[src/cache_bank_pkg.sv]
// shared sizes and port types; every size is fixed here, so resizing the bank means editing these values
package cache_bank_pkg;

    // word and line geometry
    localparam int WORD_BITS      = 32;
    localparam int WORD_BYTES     = WORD_BITS / 8;
    localparam int WORDS_PER_LINE = 4;
    localparam int LINE_BITS      = WORD_BITS * WORDS_PER_LINE;
    localparam int LINE_BYTES     = WORD_BYTES * WORDS_PER_LINE;
    localparam int WSEL_BITS      = $clog2(WORDS_PER_LINE);

    // set and tag split of the line address
    localparam int NUM_SETS       = 16;
    localparam int SET_BITS       = $clog2(NUM_SETS);
    localparam int LINE_ADDR_BITS = 12;
    localparam int TAG_BITS       = LINE_ADDR_BITS - SET_BITS;

    // core request identifier, returned unchanged with the response
    localparam int REQ_TAG_BITS   = 4;

    typedef enum logic {
        OP_READ  = 1'b0,
        OP_WRITE = 1'b1
    } mem_op_e;

    typedef enum logic [2:0] {
        ST_INIT,
        ST_IDLE,
        ST_LOOKUP,
        ST_FILL_REQ,
        ST_FILL_WAIT,
        ST_RESPOND,
        ST_WRITE_REQ
    } bank_state_e;

    // core side request, one word per transfer
    typedef struct packed {
        mem_op_e                   op;
        logic [LINE_ADDR_BITS-1:0] line_addr;
        logic [WSEL_BITS-1:0]      wsel;
        logic [WORD_BYTES-1:0]     byteen;
        logic [WORD_BITS-1:0]      data;
        logic [REQ_TAG_BITS-1:0]   tag;
    } core_req_t;

    // read responses only, writes are not acknowledged
    typedef struct packed {
        logic [WORD_BITS-1:0]    data;
        logic [REQ_TAG_BITS-1:0] tag;
    } core_rsp_t;

    // memory side request, always a full line with a byte mask
    typedef struct packed {
        mem_op_e                   op;
        logic [LINE_ADDR_BITS-1:0] line_addr;
        logic [LINE_BYTES-1:0]     byteen;
        logic [LINE_BITS-1:0]      data;
    } mem_req_t;

endpackage

[src/set_sweep_counter.sv]
// walks every set once after reset; wraps back to zero and then idles until enable rises again
`timescale 1ns/10ps

module set_sweep_counter import cache_bank_pkg::*; (
    input  logic                clk,
    input  logic                rst_n,
    input  logic                enable,
    output logic [SET_BITS-1:0] set_idx,
    output logic                last
);

    logic [SET_BITS-1:0] count_q;

    always_ff @(posedge clk or negedge rst_n) begin
        if (!rst_n) begin
            count_q <= '0;
        end else if (enable) begin
            // natural wrap brings it back to zero after the final set
            count_q <= count_q + 1'b1;
        end
    end

    assign set_idx = count_q;

    // high only in the cycle that clears the final set
    assign last = enable && (count_q == SET_BITS'(NUM_SETS - 1));

endmodule

[src/tag_store.sv]
// direct-mapped tag array; hit is combinational from the lookup address, writes land on the next edge
`timescale 1ns/10ps

module tag_store import cache_bank_pkg::*; (
    input  logic                      clk,
    input  logic                      rst_n,
    input  logic                      clear,
    input  logic [SET_BITS-1:0]       clear_set,
    input  logic                      write,
    input  logic [LINE_ADDR_BITS-1:0] write_addr,
    input  logic [LINE_ADDR_BITS-1:0] lookup_addr,
    output logic                      hit
);

    logic [NUM_SETS-1:0] valid_q;
    logic [TAG_BITS-1:0] tags_q [NUM_SETS];

    logic [SET_BITS-1:0] write_set;
    logic [TAG_BITS-1:0] write_tag;
    logic [SET_BITS-1:0] lookup_set;
    logic [TAG_BITS-1:0] lookup_tag;

    // low bits pick the set, the rest is the tag
    assign write_set  = write_addr[SET_BITS-1:0];
    assign write_tag  = write_addr[LINE_ADDR_BITS-1:SET_BITS];
    assign lookup_set = lookup_addr[SET_BITS-1:0];
    assign lookup_tag = lookup_addr[LINE_ADDR_BITS-1:SET_BITS];

    always_ff @(posedge clk or negedge rst_n) begin
        if (!rst_n) begin
            valid_q <= '0;
        end else begin
            if (clear) begin
                valid_q[clear_set] <= 1'b0;
            end
            if (write) begin
                valid_q[write_set] <= 1'b1;
            end
        end
    end

    always_ff @(posedge clk) begin
        if (write) begin
            tags_q[write_set] <= write_tag;
        end
    end

    assign hit = valid_q[lookup_set] && (tags_q[lookup_set] == lookup_tag);

endmodule

[src/data_store.sv]
// line storage without reset; contents only mean something where the tag store holds a valid bit
`timescale 1ns/10ps

module data_store import cache_bank_pkg::*; (
    input  logic                  clk,

    // full line fill from memory
    input  logic                  fill,
    input  logic [SET_BITS-1:0]   fill_set,
    input  logic [LINE_BITS-1:0]  fill_line,

    // byte-masked update of one word
    input  logic                  word_write,
    input  logic [SET_BITS-1:0]   write_set,
    input  logic [WSEL_BITS-1:0]  write_wsel,
    input  logic [WORD_BYTES-1:0] write_byteen,
    input  logic [WORD_BITS-1:0]  write_word,

    // combinational word read
    input  logic [SET_BITS-1:0]   read_set,
    input  logic [WSEL_BITS-1:0]  read_wsel,
    output logic [WORD_BITS-1:0]  read_word
);

    logic [WORDS_PER_LINE-1:0][WORD_BITS-1:0] lines_q [NUM_SETS];

    // old word with the enabled bytes replaced
    logic [WORD_BITS-1:0] merged_word;

    always_comb begin
        merged_word = lines_q[write_set][write_wsel];
        for (int b = 0; b < WORD_BYTES; b++) begin
            if (write_byteen[b]) begin
                merged_word[b*8 +: 8] = write_word[b*8 +: 8];
            end
        end
    end

    always_ff @(posedge clk) begin
        if (fill) begin
            lines_q[fill_set] <= fill_line;
        end else if (word_write) begin
            // the controller never asks for both in one cycle
            lines_q[write_set][write_wsel] <= merged_word;
        end
    end

    assign read_word = lines_q[read_set][read_wsel];

endmodule

[src/bank_ctrl.sv]
// blocking controller, one request in flight; writes go through to memory and never allocate
`timescale 1ns/10ps

module bank_ctrl import cache_bank_pkg::*; (
    input  logic                      clk,
    input  logic                      rst_n,

    // core request
    input  logic                      core_req_valid,
    output logic                      core_req_ready,
    input  core_req_t                 core_req,

    // core response
    output logic                      core_rsp_valid,
    input  logic                      core_rsp_ready,
    output core_rsp_t                 core_rsp,

    // memory request
    output logic                      mem_req_valid,
    input  logic                      mem_req_ready,
    output mem_req_t                  mem_req,

    // memory response
    input  logic                      mem_rsp_valid,
    output logic                      mem_rsp_ready,
    input  logic [LINE_BITS-1:0]      mem_rsp_data,

    // sweep counter
    output logic                      sweep_enable,
    input  logic                      sweep_last,
    input  logic [SET_BITS-1:0]       sweep_set,

    // tag store
    output logic                      tag_clear,
    output logic [SET_BITS-1:0]       tag_clear_set,
    output logic                      tag_write,
    output logic [LINE_ADDR_BITS-1:0] lookup_addr,
    input  logic                      hit,

    // data store
    output logic                      data_fill,
    output logic [LINE_BITS-1:0]      fill_line,
    output logic                      word_write,
    output logic [SET_BITS-1:0]       store_set,
    output logic [WSEL_BITS-1:0]      store_wsel,
    output logic [WORD_BYTES-1:0]     store_byteen,
    output logic [WORD_BITS-1:0]      store_word,
    input  logic [WORD_BITS-1:0]      read_word
);

    bank_state_e state_q;
    bank_state_e state_d;
    core_req_t   req_q;
    logic        fill_fire;

    always_ff @(posedge clk or negedge rst_n) begin
        if (!rst_n) begin
            state_q <= ST_INIT;
        end else begin
            state_q <= state_d;
        end
    end

    always_comb begin
        state_d = state_q;
        case (state_q)
            ST_INIT: begin
                if (sweep_last) state_d = ST_IDLE;
            end
            ST_IDLE: begin
                if (core_req_valid) state_d = ST_LOOKUP;
            end
            ST_LOOKUP: begin
                // writes go to memory whether they hit or not
                if (req_q.op == OP_WRITE) begin
                    state_d = ST_WRITE_REQ;
                end else if (hit) begin
                    state_d = ST_RESPOND;
                end else begin
                    state_d = ST_FILL_REQ;
                end
            end
            ST_FILL_REQ: begin
                if (mem_req_ready) state_d = ST_FILL_WAIT;
            end
            ST_FILL_WAIT: begin
                if (mem_rsp_valid) state_d = ST_RESPOND;
            end
            ST_RESPOND: begin
                if (core_rsp_ready) state_d = ST_IDLE;
            end
            ST_WRITE_REQ: begin
                if (mem_req_ready) state_d = ST_IDLE;
            end
            default: state_d = ST_INIT;
        endcase
    end

    // request is held here until the bank returns to idle
    always_ff @(posedge clk) begin
        if (core_req_valid && core_req_ready) begin
            req_q <= core_req;
        end
    end

    // handshakes, all decoded from the state register
    assign core_req_ready = (state_q == ST_IDLE);
    assign core_rsp_valid = (state_q == ST_RESPOND);
    assign mem_req_valid  = (state_q == ST_FILL_REQ) || (state_q == ST_WRITE_REQ);
    assign mem_rsp_ready  = (state_q == ST_FILL_WAIT);

    assign core_rsp.data = read_word;
    assign core_rsp.tag  = req_q.tag;

    // reads fetch the whole line, writes place the word at its slot
    always_comb begin
        mem_req.op        = req_q.op;
        mem_req.line_addr = req_q.line_addr;
        mem_req.byteen    = '1;
        mem_req.data      = '0;
        if (req_q.op == OP_WRITE) begin
            mem_req.byteen = '0;
            mem_req.byteen[req_q.wsel*WORD_BYTES +: WORD_BYTES] = req_q.byteen;
            mem_req.data   = {WORDS_PER_LINE{req_q.data}};
        end
    end

    // post-reset sweep clears one valid bit per cycle
    assign sweep_enable  = (state_q == ST_INIT);
    assign tag_clear     = (state_q == ST_INIT);
    assign tag_clear_set = sweep_set;

    assign fill_fire   = (state_q == ST_FILL_WAIT) && mem_rsp_valid;
    assign tag_write   = fill_fire;
    assign data_fill   = fill_fire;
    assign fill_line   = mem_rsp_data;
    assign lookup_addr = req_q.line_addr;

    // a write miss leaves the store alone
    assign word_write   = (state_q == ST_LOOKUP) && (req_q.op == OP_WRITE) && hit;
    assign store_set    = req_q.line_addr[SET_BITS-1:0];
    assign store_wsel   = req_q.wsel;
    assign store_byteen = req_q.byteen;
    assign store_word   = req_q.data;

endmodule

[src/cache_bank.sv]
// top of a direct-mapped write-through bank; not ready for requests until the post-reset sweep ends
`timescale 1ns/10ps

module cache_bank import cache_bank_pkg::*; (
    input  logic                 clk,
    input  logic                 rst_n,

    input  logic                 core_req_valid,
    output logic                 core_req_ready,
    input  core_req_t            core_req,

    output logic                 core_rsp_valid,
    input  logic                 core_rsp_ready,
    output core_rsp_t            core_rsp,

    output logic                 mem_req_valid,
    input  logic                 mem_req_ready,
    output mem_req_t             mem_req,

    input  logic                 mem_rsp_valid,
    output logic                 mem_rsp_ready,
    input  logic [LINE_BITS-1:0] mem_rsp_data
);

    logic                      sweep_enable;
    logic                      sweep_last;
    logic [SET_BITS-1:0]       sweep_set;
    logic                      tag_clear;
    logic [SET_BITS-1:0]       tag_clear_set;
    logic                      tag_write;
    logic [LINE_ADDR_BITS-1:0] lookup_addr;
    logic                      hit;
    logic                      data_fill;
    logic [LINE_BITS-1:0]      fill_line;
    logic                      word_write;
    logic [SET_BITS-1:0]       store_set;
    logic [WSEL_BITS-1:0]      store_wsel;
    logic [WORD_BYTES-1:0]     store_byteen;
    logic [WORD_BITS-1:0]      store_word;
    logic [WORD_BITS-1:0]      read_word;

    bank_ctrl u_ctrl (
        .clk            (clk),
        .rst_n          (rst_n),
        .core_req_valid (core_req_valid),
        .core_req_ready (core_req_ready),
        .core_req       (core_req),
        .core_rsp_valid (core_rsp_valid),
        .core_rsp_ready (core_rsp_ready),
        .core_rsp       (core_rsp),
        .mem_req_valid  (mem_req_valid),
        .mem_req_ready  (mem_req_ready),
        .mem_req        (mem_req),
        .mem_rsp_valid  (mem_rsp_valid),
        .mem_rsp_ready  (mem_rsp_ready),
        .mem_rsp_data   (mem_rsp_data),
        .sweep_enable   (sweep_enable),
        .sweep_last     (sweep_last),
        .sweep_set      (sweep_set),
        .tag_clear      (tag_clear),
        .tag_clear_set  (tag_clear_set),
        .tag_write      (tag_write),
        .lookup_addr    (lookup_addr),
        .hit            (hit),
        .data_fill      (data_fill),
        .fill_line      (fill_line),
        .word_write     (word_write),
        .store_set      (store_set),
        .store_wsel     (store_wsel),
        .store_byteen   (store_byteen),
        .store_word     (store_word),
        .read_word      (read_word)
    );

    set_sweep_counter u_sweep (
        .clk     (clk),
        .rst_n   (rst_n),
        .enable  (sweep_enable),
        .set_idx (sweep_set),
        .last    (sweep_last)
    );

    // fills are tagged with the line address of the request in flight
    tag_store u_tags (
        .clk         (clk),
        .rst_n       (rst_n),
        .clear       (tag_clear),
        .clear_set   (tag_clear_set),
        .write       (tag_write),
        .write_addr  (lookup_addr),
        .lookup_addr (lookup_addr),
        .hit         (hit)
    );

    // one set address serves fill, word write and read
    data_store u_data (
        .clk          (clk),
        .fill         (data_fill),
        .fill_set     (store_set),
        .fill_line    (fill_line),
        .word_write   (word_write),
        .write_set    (store_set),
        .write_wsel   (store_wsel),
        .write_byteen (store_byteen),
        .write_word   (store_word),
        .read_set     (store_set),
        .read_wsel    (store_wsel),
        .read_word    (read_word)
    );

endmodule

[config.mk]
export PLATFORM = sky130hd
export DESIGN_NAME = cache_bank
export DESIGN_NICKNAME = d
export VERILOG_FILES = /design/src/cache_bank_pkg.sv /design/src/set_sweep_counter.sv /design/src/tag_store.sv /design/src/data_store.sv /design/src/bank_ctrl.sv /design/src/cache_bank.sv
export SDC_FILE = /design/constraint.sdc
export NUM_CORES = 2
export LEC_CHECK = 0
export BUFFER_PORTS_ARGS = -buffer_cell sky130_fd_sc_hd__buf_2
export CAP_MARGIN = 20
export CORE_ASPECT_RATIO = 0.75
export CORE_MARGIN = 2
export CORE_UTILIZATION = 55
export CTS_BUF_LIST = sky130_fd_sc_hd__clkbuf_4
export DETAILED_ROUTE_END_ITERATION = 8
export PLACE_DENSITY = 0.72
export SYNTH_ARGS = -nofsm -noshare
export SYNTH_HDL_FRONTEND = slang
export SYNTH_SLANG_ARGS = --single-unit
[constraint.sdc]
create_clock -name clk -period 9.33 [get_ports clk]
set_input_delay 1.3995 -clock clk [delete_from_list [all_inputs] [get_ports clk]]
set_output_delay 1.3995 -clock clk [all_outputs]
set_load 0.02 [all_outputs]
; After elaboration in Yosys (flattened, before gate mapping)
; Memory sizes are Yosys's and may differ from the RTL's. A register that Yosys moved wholly into a read port is not among the register bits.
; Index checks and enable logic that the tools add are counted.
; W data, S select, Z words.
[word_totals]
mem_count = 2
word_cells = 340
out_inout_bits = 197
inputBits = 189
reg_bits = 78
ramBits = 2176
[memory_table]
columns = name, words, word_bits, read_ports, rd_ports_with_merged_regs, write_ports, line_no
row1 = u_data.lines_q, 16, 128, 1, 1, 1, data_store.sv:25  ; logic [WORDS_PER_LINE-1:0][WORD_BITS-1:0] lines_q [NUM_SETS];
row2 = u_tags.tags_q, 16, 8, 1, 1, 1, tag_store.sv:16  ; logic [TAG_BITS-1:0] tags_q [NUM_SETS];
[op_classes]
mux = 161
add_sub_neg = 2
reduce_logical = 12
shifts = 2
bitwise = 132
order_cmp = 6
n_eq_ne = 14
[op_table]
columns = operator, count
row1 = $mux W144, 1
row2 = $mux W1, 135
row3 = $mux W128, 1
row4 = $or A1 B1 Y1, 128
row5 = $bmux W32 S2, 1
row6 = $demux W32 S2, 1
row7 = $mux W32, 2
row8 = $neg A4 Y34, 1
row9 = $shift A4 B34 Y16 const A, 1
row10 = $shiftx A4 B34 Y16, 1
row11 = $and A16 B16 Y16, 2
row12 = $mux W16, 2
row13 = $mux W8, 4
row14 = $mux W3, 8
row15 = $pmux W3 S7, 1
row16 = $not A16 Y16, 1
row17 = $or A16 B16 Y16, 1
row18 = $lt A4 B5 Y1 const B, 2
row19 = $ne A2 B2 Y1 const B, 5
row20 = $eq A3 B3 Y1 const B, 3
row21 = $logic_and A1 B1 Y1, 9
row22 = $demux W1 S4, 2
row23 = $eq A8 B8 Y1, 1
row24 = $ge A4 B1 Y1 const B, 2
row25 = 12 further kinds, 14

; Logic depth before layout (Yosys ltp)
[depth]
ltp_word = 9
depth_mapped = 14
mapped_depth_nobuf = 7

; By module
; A second synthesis with hierarchy kept.
[unflattened]
cells_unflattened = 6104
hier_area_um2 = 107306.7
[by_module_without_submodules]
columns = mod, cells_per_inst, seq_area_each_um2, n_inst, area_per_inst_um2
row1 = data_store, 5320, 61499.0, 1, 96699.0
row2 = tag_store, 323, 4244.1, 1, 5949.5
row3 = bank_ctrl, 448, 1726.7, 1, 4490.6
row4 = set_sweep_counter, 13, 100.1, 1, 167.7

; Least setup slack after synthesis
; No wires, ideal clock.
[synth_timing]
path_kind = flip-flop to flip-flop
startpoint = register (tool-made name)
endpoint = memory u_data.lines_q[0][32] in the netlist's numbering, enable pin
synth_period_minus_slack_ns = 4.576
n_path_buf = 3
required_ns = 8.898
path_stages_with_launch = 11
setup_time_ns = 0.432
slack_ns = 4.754
arrival_ns = 4.144
path_cell_list = dfxtp_1 -> buf_6 -> buf_12 -> mux4_1 -> mux2i_1 -> mux2i_1 -> xor2_1 -> a2111oi_4 -> nand4_2 -> buf_2 -> a21oi_1
[synth_rtl]
columns = item, line_no
row1 = to (decl), data_store.sv:25

==> summary.txt <==
Status
  – Result of the run: finished, final reports clean

Global routing
  – Largest net degree at the start of global routing: 111
  – Met3 Use GR: between 8 and 9%
  – Initial antenna violation count: 13
  – Most Used Layer, Global Route: met2
  – Total GRT Usage: 29.6%
  – Met1 usage: about two fifths
  – Congestion Overflow GR: 0
  – Global-route wire length before repair: roughly 350 mm
  – Vias in the first global route: 47,400
  – GR Util met2: between 40% and 50%

Timing
  – Max Freq: roughly 0.14 GHz
  – RSZ-0062 raised after global routing: false
  – Min Tclk post-route: 7.38 ns
  – Final Max Tran Viols: 0
  – Slew @ Worst Pin: roughly 1.1 ns
  – Worst slew margin: about 23%
  – Tcrit/Tclk final: ~80%
  – Worst hold margin: ~0.22 ns
  – Clock Skews: 0.133 ns
  – Final setup TNS: 0 ns
  – Setup violators final: 0
  – Final worst setup slack: between 1.5 and 2 ns
  – Final Hold Vio Count: 0

Route
  – WL/cell: between 30 and 40 um
  – DR vias/cell: 6.33
  – Total number of vias: around 48,000
  – Drt drc: 0
  – Wirelength, routed: around 250 mm
  – Antenna viol nets, final: 0
  – Router iterations before antenna repair: 6
  – Drt first-iter violations: between 7,000 and 8,000

Floorplan
  – FP Rows: between 100 and 150
  – Die W: around 470 um
  – I/O pin total: 386
  – Die area: between 150,000 and 200,000 um^2
  – Die boundary height: 354 um
  – Total core area: 163,000 um^2
  – Starting density of the core: a little under three fifths

Synthesis
  – Netlist Area Pre-Place: approximately 90,000 um^2
  – Post-synth top flop: edfxtp_1
  – Leading area contributor after synthesis: edfxtp_1
  – EDFF count, synth: 2,231
  – Syn_area_per_cell: between 20 and 25 um^2
  – Synth warn: 0
  – Synth top cells by count: 2,231 x edfxtp_1, 534 x mux4_2, 450 x mux2i_1
  – Seq/Total Area, Yosys: between 70 and 80%
  – Mapped Nets: ~4,400
  – Library cells used by synthesis: between 50 and 60
  – Area fraction of the dominant cell type after synthesis: 74.4%
  – Number of synthesized register bits: around 2,300
  – Most numerous cell in the Yosys netlist: edfxtp_1
  – Synth area leaders: edfxtp_1 74%, mux4_2 13%, mux2i_1 5.0%
  – Mapped Cells: between 4,000 and 5,000
  – Post-synth ARST share: 1.02%

Placement
  – Gpl congestion: about 0.85
  – Place WS: 3.12 ns
  – Placed cell areas: 94,600 um^2
  – Final HPWL DP: 145 mm
  – Port bufs: around 390

Pwr
  – Comb power frac: between 20% and 30%
  – Share of power burned in registers: a little under half
  – Switching power: 7.28 mW
  – PwrDens: approximately 250 nW/um^2
  – Pint: roughly 18 mW
  – Cell leakage power: roughly 34 nW
  – Clock power share: between 30% and 40%
  – Maximum vdd drop: roughly 0.23 mV
  – Switching power share of the total: around 29%

Setup path
  – Setup Crit Path Kind: flip-flop to primary output
  – CP Launch Type: flip-flop
  – CP required: between 7 and 8 ns
  – CP Max Fanout: 60
  – Arrival @ worst endpoint: about 6.0 ns
  – Setup crit end kind: primary output

CTS
  – Cts bufs inserted: roughly 560
  – Clock-pin slew on the worst setup and hold paths: 0.06 ns
  – Max Root-Sink Buffers: 4
  – Root Buffer: clkbuf_4
  – CTS Sinks: 2,258
  – Resize count post-CTS: 0
  – CTS tree: done
  – Post-CTS setup buffer count: 0
  – # H-tree levels: 6
  – Clock latency on the worst-skew pair: ~1.4 ns

Worst hold path
  – HP Class: input port to flip-flop

Cells and area
  – Final instance area: just over 100,000 um^2
  – Nets: 5,224
  – Layout cells sized above 1: between 30% and 40%
  – FILL cells: ~11,000
  – Syn-to-layout area delta: 12.9%

Flow run
  – Max-cap viol count: 0
-- power by group through the flow --
stage | clock network, mW | logic, mW | registers, mW
2_1_floorplan | 0 | 3.78 | 11.6
3_5_place_dp | 0 | 5.51 | 11.8
4_1_cts | 7.99 | 5.52 | 11.6
3_3_place_gp | 0 | 5.43 | 11.8
6_report | 7.87 | 5.51 | 11.6
5_1_grt | 8.53 | 5.75 | 11.6
-- flip-flops by register name, summed over array words and instances (netlist names), named ones only --
| name | count |
|---|---|
| u_ctrl.store_word | 32 |
| u_ctrl.state_q | 3 |
| u_sweep.set_idx | 4 |
| u_data.lines_q | 2048 |
| u_ctrl.store_wsel | 2 |
| u_tags.valid_q | 16 |
| u_ctrl.mem_req | 1 |
| u_ctrl.core_rsp | 4 |
| u_ctrl.store_byteen | 4 |
| u_ctrl.lookup_addr | 12 |
| u_tags.tags_q | 128 |
-- worst max-delay path, stage by stage (launching register included) --
cell and delay (ns):
dfxtp_4 0.97, buf_4 0.68, buf_4 0.48, buf_4 0.61, mux4_2 0.41, mux2i_1 0.18, o22ai_1 0.27, or4_4 0.70
buf_2 0.19
-- final timing paths --
path / from / end / slack [ns] / cells after the start
setup / recovery: flip-flop / core_rsp[10] / 1.95 / 8
hold / removal: core_req[6] / u_ctrl.store_word[2] / 0.22 / 1
setup reg to reg: flip-flop / u_data.lines_q[3][18] / 3.10 / 9
hold reg to reg: u_tags.valid_q[0] / u_tags.valid_q[0] / 0.51 / 2
max in group asynchronous: rst_n / u_tags.valid_q[15] / 8.27 / 2
min in group asynchronous: rst_n / u_tags.valid_q[11] / 0.65 / 2
-- final cells by class --
type / count / area, um^2 / area share [%]
diodes: 13 / 32.5 / 0.0320
clock buffers: 784 / 5890 / 5.79
clock inverters: 118 / 681 / 0.669
inverters: 139 / 522 / 0.513
multi-input cells: 1468 / 20600 / 20.2
flip-flops and latches: 2258 / 67700 / 66.5
well taps: 2145 / 2680 / 2.64
repair buffers: 601 / 3660 / 3.60
-- metal layers --
| layer | part of all wire [%] | vias up |
|---|---|---|
| met2 | 47 | 3351 |
| met3 | 12 | 497 |
| li1 | - | 19300 |
| met4 | 4.9 | 12 |
| met5 | 0.032 | - |
| met1 | 36 | 24500 |
-- stage by stage --
step / util, % / power (mW) / cells
floorplan: - / 15.4 / 4185
global placement: 58.2 / 17.2 / 6538
detailed placement: 58.2 / 17.3 / 6548
CTS: 62.3 / 25.1 / 7451
global route: 62.6 / 25.9 / 7521
finish: 62.6 / 24.9 / 7526
-- layout by cell type, fill, tap and decap left out, types with 13 or more instances in the layout --
cell and count:
nor2_1 21, a21oi_4 64, and2_1 36, nand3_1 14, mux2i_2 15, o21ai_0 37
o22ai_1 129, mux4_2 534, nand2_1 52, clkbuf_4 784, mux2i_1 438, inv_1 139
buf_2 385, buf_4 206, or4_4 30, edfxtp_1 2231, diode_2 13, clkinv_1 87
dfrtp_1 23
-- logic make-up after synthesis --
family | after synthesis | share of synthesized area, %
flops | 2258 | 75.1
mux | 998 | 18.7
compound gates | 247 | 1.63
simple gates | 199 | 1.37
xor+xnor | 13 | 0.126
fa+ha+maj | 11 | 0.153
buf+inv | 459 | 2.95
-- repair_timing --
item,in CTS,in global routing
hold endpoints to repair,7,0
hold buffers,1,0
endpoints found under the setup margin,0,0
Power figures use the tool's default switching activity.
